**config.mk**
```make
export PLATFORM = sky130hd
export DESIGN_NAME = mdu_top
export DESIGN_NICKNAME = d
export VERILOG_FILES = /design/src/source/mdu_pkg.sv /design/src/source/mdu_top.sv /design/src/source/mdu_result_sel.sv /design/src/source/mdu_multiplier.sv /design/src/source/mdu_divider.sv /design/src/source/mdu_control.sv /design/src/source/mdu_operand_prep.sv
export SDC_FILE = /design/constraint.sdc
export NUM_CORES = 2
export LEC_CHECK = 0
export BUFFER_PORTS_ARGS = -buffer_cell sky130_fd_sc_hd__buf_2
export CORE_MARGIN = 2
export CORE_UTILIZATION = 45
export DETAILED_ROUTE_END_ITERATION = 12
export MAX_ROUTING_LAYER = met4
export PLACE_DENSITY_LB_ADDON = 0.05
export SETUP_SLACK_MARGIN = 0.05
export SLEW_MARGIN = 20
export SYNTH_ARGS = -nofsm -noshare
export SYNTH_HDL_FRONTEND = slang
export SYNTH_SLANG_ARGS = --single-unit
export TNS_END_PERCENT = 20
```
**constraint.sdc**
```tcl
create_clock -name clk -period 12.05 [get_ports clk]
set_clock_uncertainty 0.15 [all_clocks]
set_input_delay 0.6025 -clock clk [delete_from_list [all_inputs] [get_ports clk]]
set_output_delay 0.6025 -clock clk [all_outputs]
set_load 0.005 [all_outputs]
```
**src/source/mdu_pkg.sv**
```systemverilog
`default_nettype none

package mdu_pkg;

    // Operand and result width of the core
    localparam int mdu_xlen = 64;

    typedef logic [mdu_xlen-1:0] mdu_word_t;

    // Values follow the funct3 field of the RV64M instructions
    typedef enum logic [2:0] {
        mdu_op_mul    = 3'd0,
        mdu_op_mulh   = 3'd1,
        mdu_op_mulhsu = 3'd2,
        mdu_op_mulhu  = 3'd3,
        mdu_op_div    = 3'd4,
        mdu_op_divu   = 3'd5,
        mdu_op_rem    = 3'd6,
        mdu_op_remu   = 3'd7
    } mdu_op_e;

    // Request from the issue stage; a is dividend or multiplicand
    typedef struct packed {
        mdu_op_e   op;
        mdu_word_t a;
        mdu_word_t b;
    } mdu_req_t;

    // Decoded request as seen by the engines and the result stage
    typedef struct packed {
        mdu_op_e   op;
        mdu_word_t mag_a;
        mdu_word_t mag_b;
        logic      neg_result;
        logic      is_div;
        logic      div_by_zero;
        logic      overflow;
        mdu_word_t a_orig;
    } mdu_prep_t;

    typedef struct packed {
        mdu_word_t result;
    } mdu_resp_t;

endpackage

`default_nettype wire
```
**src/source/mdu_top.sv**
```systemverilog
`timescale 1ns/1ns
`default_nettype none

module mdu_top
    import mdu_pkg::*;
(
    input  logic      clk,
    input  logic      rst,
    input  logic      in_valid,
    input  logic      flush,
    input  mdu_req_t  req,
    output logic      ready,
    output logic      out_valid,
    output mdu_resp_t resp
);

    logic                  start;
    logic                  resp_valid;
    mdu_prep_t             prep;
    logic                  div_done;
    logic                  mul_done;
    mdu_word_t             quot_mag;
    mdu_word_t             rem_mag;
    logic [2*mdu_xlen-1:0] prod_mag;

    mdu_control u_control (
        .clk        (clk),
        .rst        (rst),
        .in_valid   (in_valid),
        .flush      (flush),
        .ready      (ready),
        .start      (start),
        .out_valid  (out_valid),
        .resp_valid (resp_valid)
    );

    mdu_operand_prep u_operand_prep (
        .req  (req),
        .prep (prep)
    );

    // Only the engine picked by the decode runs
    mdu_divider u_divider (
        .clk      (clk),
        .rst      (rst),
        .start    (start),
        .flush    (flush),
        .enable   (prep.is_div),
        .mag_a    (prep.mag_a),
        .mag_b    (prep.mag_b),
        .done     (div_done),
        .quot_mag (quot_mag),
        .rem_mag  (rem_mag)
    );

    mdu_multiplier u_multiplier (
        .clk      (clk),
        .rst      (rst),
        .start    (start),
        .flush    (flush),
        .enable   (~prep.is_div),
        .mag_a    (prep.mag_a),
        .mag_b    (prep.mag_b),
        .done     (mul_done),
        .prod_mag (prod_mag)
    );

    mdu_result_sel u_result_sel (
        .clk        (clk),
        .rst        (rst),
        .start      (start),
        .flush      (flush),
        .div_done   (div_done),
        .mul_done   (mul_done),
        .prep       (prep),
        .quot_mag   (quot_mag),
        .rem_mag    (rem_mag),
        .prod_mag   (prod_mag),
        .resp_valid (resp_valid),
        .resp       (resp)
    );

endmodule

`default_nettype wire

```
**src/source/mdu_result_sel.sv**
```systemverilog
`timescale 1ns/1ns
`default_nettype none

module mdu_result_sel
    import mdu_pkg::*;
(
    input  logic                  clk,
    input  logic                  rst,
    input  logic                  start,
    input  logic                  flush,
    input  logic                  div_done,
    input  logic                  mul_done,
    input  mdu_prep_t             prep,
    input  mdu_word_t             quot_mag,
    input  mdu_word_t             rem_mag,
    input  logic [2*mdu_xlen-1:0] prod_mag,
    output logic                  resp_valid,
    output mdu_resp_t             resp
);

    mdu_prep_t             prep_q;
    logic                  done;
    logic [2*mdu_xlen-1:0] prod_fix;
    mdu_word_t             quot_fix;
    mdu_word_t             rem_fix;
    mdu_word_t             result;

    // Decode of the operation in flight
    always_ff @(posedge clk) begin
        if (start) begin
            prep_q <= prep;
        end
    end

    assign done = prep_q.is_div ? div_done : mul_done;

    // Two's-complement sign correction of the unsigned engine results
    assign prod_fix = prep_q.neg_result ? (~prod_mag + 1'b1) : prod_mag;
    assign quot_fix = prep_q.neg_result ? (~quot_mag + 1'b1) : quot_mag;
    assign rem_fix  = prep_q.neg_result ? (~rem_mag + 1'b1) : rem_mag;

    always_comb begin
        case (prep_q.op)
            mdu_op_mul: result = prod_fix[mdu_xlen-1:0];
            mdu_op_mulh, mdu_op_mulhsu, mdu_op_mulhu: begin
                result = prod_fix[2*mdu_xlen-1:mdu_xlen];
            end
            mdu_op_div, mdu_op_divu: begin
                if (prep_q.div_by_zero) begin
                    result = '1;
                end else if (prep_q.overflow) begin
                    result = {1'b1, {(mdu_xlen-1){1'b0}}};
                end else begin
                    result = quot_fix;
                end
            end
            default: begin
                // rem and remu
                if (prep_q.div_by_zero) begin
                    result = prep_q.a_orig;
                end else if (prep_q.overflow) begin
                    result = '0;
                end else begin
                    result = rem_fix;
                end
            end
        endcase
    end

    always_ff @(posedge clk) begin
        if (rst) begin
            resp_valid <= 1'b0;
        end else begin
            resp_valid <= done && !flush && !start;
        end
    end

    // Held until the next result
    always_ff @(posedge clk) begin
        if (done && !flush) begin
            resp.result <= result;
        end
    end

endmodule

`default_nettype wire

```
**src/source/mdu_multiplier.sv**
```systemverilog
`timescale 1ns/1ns
`default_nettype none

module mdu_multiplier
    import mdu_pkg::*;
(
    input  logic                  clk,
    input  logic                  rst,
    input  logic                  start,
    input  logic                  flush,
    input  logic                  enable,
    input  mdu_word_t             mag_a,
    input  mdu_word_t             mag_b,
    output logic                  done,
    output logic [2*mdu_xlen-1:0] prod_mag
);

    localparam int cnt_w = $clog2(mdu_xlen + 1);

    logic [2*mdu_xlen-1:0] acc;
    logic [2*mdu_xlen-1:0] mcand;
    mdu_word_t             mplier;
    logic [cnt_w-1:0]      count;
    logic                  running;

    always_ff @(posedge clk) begin
        if (rst) begin
            running <= 1'b0;
            count   <= '0;
            done    <= 1'b0;
        end else if (start) begin
            running <= enable;
            count   <= '0;
            done    <= 1'b0;
        end else if (flush) begin
            running <= 1'b0;
            count   <= '0;
            done    <= 1'b0;
        end else if (running) begin
            if (count != cnt_w'(mdu_xlen)) begin
                count <= count + 1'b1;
                done  <= 1'b0;
            end else begin
                running <= 1'b0;
                count   <= '0;
                done    <= 1'b1;
            end
        end else begin
            done <= 1'b0;
        end
    end

    // Add the multiplicand for each set multiplier bit, LSB first
    always_ff @(posedge clk) begin
        if (start && enable) begin
            acc    <= '0;
            mcand  <= {{mdu_xlen{1'b0}}, mag_a};
            mplier <= mag_b;
        end else if (running && (count != cnt_w'(mdu_xlen))) begin
            if (mplier[0]) begin
                acc <= acc + mcand;
            end
            mcand  <= mcand << 1;
            mplier <= mplier >> 1;
        end
    end

    assign prod_mag = acc;

endmodule

`default_nettype wire

```
**src/source/mdu_divider.sv**
```systemverilog
`timescale 1ns/1ns
`default_nettype none

module mdu_divider
    import mdu_pkg::*;
(
    input  logic      clk,
    input  logic      rst,
    input  logic      start,
    input  logic      flush,
    input  logic      enable,
    input  mdu_word_t mag_a,
    input  mdu_word_t mag_b,
    output logic      done,
    output mdu_word_t quot_mag,
    output mdu_word_t rem_mag
);

    localparam int cnt_w = $clog2(mdu_xlen + 1);

    // Upper half holds the partial remainder, lower half collects quotient bits
    logic [2*mdu_xlen-1:0] rem_quot;
    logic [2*mdu_xlen-1:0] divisor_sh;
    logic [2*mdu_xlen:0]   shifted;
    logic [2*mdu_xlen-1:0] rem_quot_next;
    logic [cnt_w-1:0]      count;
    logic                  running;

    // One extra bit so the shifted remainder cannot wrap before the compare
    assign shifted = {rem_quot, 1'b0};

    always_comb begin
        if (shifted >= {1'b0, divisor_sh}) begin
            rem_quot_next = shifted[2*mdu_xlen-1:0] - divisor_sh + 1'b1;
        end else begin
            rem_quot_next = shifted[2*mdu_xlen-1:0];
        end
    end

    always_ff @(posedge clk) begin
        if (rst) begin
            running <= 1'b0;
            count   <= '0;
            done    <= 1'b0;
        end else if (start) begin
            running <= enable;
            count   <= '0;
            done    <= 1'b0;
        end else if (flush) begin
            running <= 1'b0;
            count   <= '0;
            done    <= 1'b0;
        end else if (running) begin
            if (count != cnt_w'(mdu_xlen)) begin
                count <= count + 1'b1;
                done  <= 1'b0;
            end else begin
                running <= 1'b0;
                count   <= '0;
                done    <= 1'b1;
            end
        end else begin
            done <= 1'b0;
        end
    end

    // Datapath registers
    always_ff @(posedge clk) begin
        if (start && enable) begin
            rem_quot   <= {{mdu_xlen{1'b0}}, mag_a};
            divisor_sh <= {mag_b, {mdu_xlen{1'b0}}};
        end else if (running && (count != cnt_w'(mdu_xlen))) begin
            rem_quot <= rem_quot_next;
        end
    end

    assign quot_mag = rem_quot[mdu_xlen-1:0];
    assign rem_mag  = rem_quot[2*mdu_xlen-1:mdu_xlen];

endmodule

`default_nettype wire

```
**src/source/mdu_control.sv**
```systemverilog
`timescale 1ns/1ns
`default_nettype none

module mdu_control (
    input  logic clk,
    input  logic rst,
    input  logic in_valid,
    input  logic flush,
    output logic ready,
    output logic start,
    output logic out_valid,
    input  logic resp_valid
);

    logic busy;

    // A flush lets a new request in even while busy
    assign start = in_valid && (ready || flush);

    assign ready = ~busy;

    // Result of a flushed operation never leaves the unit
    assign out_valid = resp_valid && !flush;

    always_ff @(posedge clk) begin
        if (rst) begin
            busy <= 1'b0;
        end else if (start) begin
            busy <= 1'b1;
        end else if (flush || out_valid) begin
            // Ready comes back on the edge after the result pulse
            busy <= 1'b0;
        end
    end

endmodule

`default_nettype wire

```
**src/source/mdu_operand_prep.sv**
```systemverilog
`timescale 1ns/1ns
`default_nettype none

module mdu_operand_prep
    import mdu_pkg::*;
(
    input  mdu_req_t  req,
    output mdu_prep_t prep
);

    logic a_signed;
    logic b_signed;
    logic a_neg;
    logic b_neg;

    // Which operands are read as two's complement
    always_comb begin
        a_signed = 1'b0;
        b_signed = 1'b0;
        case (req.op)
            mdu_op_mulh, mdu_op_div, mdu_op_rem: begin
                a_signed = 1'b1;
                b_signed = 1'b1;
            end
            mdu_op_mulhsu: begin
                a_signed = 1'b1;
            end
            default: begin
                a_signed = 1'b0;
                b_signed = 1'b0;
            end
        endcase
    end

    assign a_neg = a_signed && req.a[mdu_xlen-1];
    assign b_neg = b_signed && req.b[mdu_xlen-1];

    always_comb begin
        prep.op     = req.op;
        prep.mag_a  = a_neg ? (~req.a + 1'b1) : req.a;
        prep.mag_b  = b_neg ? (~req.b + 1'b1) : req.b;
        prep.is_div = req.op[2];
        prep.a_orig = req.a;

        // Remainder follows the dividend, quotient and mulh follow both signs
        case (req.op)
            mdu_op_mulh, mdu_op_div: prep.neg_result = a_neg ^ b_neg;
            mdu_op_mulhsu, mdu_op_rem: prep.neg_result = a_neg;
            default: prep.neg_result = 1'b0;
        endcase

        prep.div_by_zero = req.op[2] && (req.b == '0);

        // Most negative value divided by minus one
        prep.overflow = ((req.op == mdu_op_div) || (req.op == mdu_op_rem))
                        && (req.a == {1'b1, {(mdu_xlen-1){1'b0}}})
                        && (req.b == '1);
    end

endmodule

`default_nettype wire

```
==> out/results.txt <==
Yosys top cell area share - 21.3%
fill count - 12210
post-layout instance area - 60300 um^2
Syn-to-layout area delta - 9.91%
Commonest cells post-synth - nand2_1 (1059), a21oi_1 (703), o21ai_0 (594), nor2_1 (420), edfxtp_1 (390)
clock network power share - 28.5%
root buffer cell - clkbuf_16
Finished Layout Cells - 8640
Most used DFF post-synth - edfxtp_1
Netlist cell types - 92
CTS Buf Count - 84
final hold violation count - 0
Min Hold Slack - 0.0393 ns
XOR/XNOR Fraction of Synth Area - 9.42%
crit share post-route - 51.1%
arrival time at the worst endpoint - 6.41 ns
RSZ-0062 raised after global routing - no
Psw - 4.05 mW
DIE HEIGHT - 353 um
FP Rows - 128
DRC viols - 0
ratio of cells with drive above 1 in the final layout - 6.95%
WL final - 238000 um
H-tree depth - 3
Clock Path Buffers - 3
GRT Residual Overflow - 0
via/cell ratio - 6.27
Vias - 54193
Post-Syn Area - 54900 um^2
Mapped Nets - 7472
Yosys warnings - 0
logic gate share of total power - 40.5%
# IOs - 201
setup_tns - 0 ns
min cycle time layout - 6.15 ns
Antenna Nets Post-Route - 0
Max IR drop VDD - 130 uV
switch share - 42.5%
nets - 7483
mean area per synthesized cell - 7.93 um^2
Die Wd - 353 um
sequential-to-total area share from yosys stat - 31.4%
vias in the first global route - 49625
Worst-path clk slew - 0.06 ns
initial antenna violation count - 27
Post-Synth Simple-Gate Area - 20.1%
post-CTS setup buffers - 0
crit path launch type - flip-flop
Die ar. - 125000 um^2
GRT Total Usage - 38.0%
Synth async-reset ratio - 0%
clk_lat worst skew - 0.72 ns
Internal - 5.48 mW
total iterations of the first detailed-routing run - 8
Syn Inst Count - 6917
leakage - 23.6 nW
CP endpoint kind - flip-flop
Pwr Density - 158 nW/um^2
mux cell area share after synthesis - 0.376%
worst-path fanout max - 89
post-synthesis compound-gate area fraction - 23.6%
Core ar. - 121000 um^2
number of max-cap violations - 0
GP Congestion - 1.09
first-pass GRT wire length - 344000 um
Tightest Pin Transition - 1.24 ns
largest net degree at the start of global routing - 113
Slew HR - 16.2%
DR iter-0 viols - 7110
largest cells by area after synthesis - edfxtp_1 (21%), dfxtp_1 (10%), ha_1 (8.8%), nand2_1 (7.2%), a21oi_1 (6.4%)
post-synthesis adder-cell area fraction - 10.1%
Area after DPL - 57100 um^2
Worst Path Required - 12.31 ns
status - complete, no violations
largest family of logic cells by synthesized area - compound AO/OA/AOI/OAI gates
sequential power share - 31.0%
number of flops mapped to enable cells by yosys - 390
Max Slew Vio Count - 0
Setup violations, final - 0
worst hold path type - input port to flip-flop
critical path class - flip-flop to flip-flop
FF+latch count, synth - 666
top-count cell post-synth - nand2_1
Peak Freq - 163 MHz
Port Buffers - 200
Final HPWL DP - 188000 um
Synth area leader - edfxtp_1
DR WL/cell - 27.5 um
CTS sink cnt - 666
flop-to-flop setup slack - 5.90 ns
# placed instances - 8441
Initial Utilization - 45.2%
CTS tree - done
sequential cells by signal, indices dropped and copies added (netlist names), 7 cells and up:
| signal | count |
|---|---|
| u_multiplier.prod_mag | 128 |
| u_multiplier.count | 7 |
| u_divider.divisor_sh | 64 |
| u_divider.count | 7 |
| u_multiplier.mplier | 64 |
| u_divider.rem_quot | 128 |
| u_result_sel.prep_q | 70 |
| u_multiplier.mcand | 128 |
| u_result_sel.resp | 64 |
layout make-up:
cell class,count,area [um^2],area share (%)
multi-input cells,5518,35000,58.0
flip-flops and latches,666,17200,28.6
clock buffers,111,2330,3.86
well taps,1625,2030,3.37
repair buffers,292,1760,2.91
inverters,366,1380,2.28
clock inverters,44,553,0.917
diodes,18,45.0,0.0747
per-stage QoR:
| stage | worst slack, ns | util [%] | power [mW] |
|---|---|---|---|
| 3_3_place_gp | 5.79 | 47.0 | 6.71 |
| 2_1_floorplan | 4.78 | - | 5.34 |
| 5_1_grt | 5.51 | 49.7 | 9.92 |
| 6_report | 5.90 | 49.7 | 9.53 |
| 4_1_cts | 5.65 | 49.6 | 9.44 |
| 3_5_place_dp | 5.68 | 47.0 | 6.71 |
per-layer routing:
metal  part of all wire (%)  up-vias  GRT usage, %
met5                      0        -             -
li1                       -    25022             -
met1                     44    26160          53.3
met4                    4.8        0          15.2
met2                     42     2622          54.1
met3                    9.5      389          6.39
worst max-delay path, stage by stage (launching register included):
cell and delay, ns:
edfxtp_1 0.47, inv_1 0.15, ha_1 0.22, nand4_1 0.24, nor4_2 0.70, and4_1 0.50, a41oi_1 0.27, o311a_1 0.43
o21ai_1 0.30, a31o_4 0.53, buf_4 0.60, buf_4 0.81, nand3_1 0.14, o211ai_1 0.13, o21ai_0 0.12
power groups by stage:
stage               clock, mW  combinational (mW)  sequential, mW
finish                   2.72                3.86            2.96
global route             2.82                4.13            2.97
CTS                      2.75                3.75            2.94
detailed placement          0                3.72            2.99
global placement            0                3.73            2.98
floorplan                   0                2.49            2.85
timing repair:
| action | CTS | global route |
|---|---|---|
| setup endpoints to repair | 0 | 0 |
| endpoints found under the hold margin | 27 | 0 |
| gates resized for setup | 0 | 0 |
| hold buffers | 26 | 0 |
cells by family after synthesis:
| family | Yosys count |
|---|---|
| compound gates | 2124 |
| xor+xnor | 590 |
| fa+ha+maj | 422 |
| buf+inv | 733 |
| flops | 666 |
| mux | 20 |
| simple gates | 2362 |
final timing paths:
check,to,cells after the start,from
setup / recovery,u_divider.rem_quot[16],14,u_divider.rem_quot[1]
hold / removal,u_result_sel.prep_q[32],1,req[96]
setup reg to reg,u_divider.rem_quot[16],14,u_divider.rem_quot[1]
hold reg to reg,u_multiplier.mcand[122],2,u_multiplier.mcand[121]
placed cells by master, fill, tap and decap left out, types with 119 or more instances in the layout:
cell type,instances
xor2_1,203
buf_2,200
nor3_1,134
nand3_1,136
ha_1,388
nor2_1,414
nand4_1,138
xnor2_1,387
inv_1,361
nand2_1,1054
dfxtp_1,276
edfxtp_1,390
o21ai_0,594
a21o_1,119
a21oi_1,703
No activity file was read; power rests on OpenSTA's default activity.
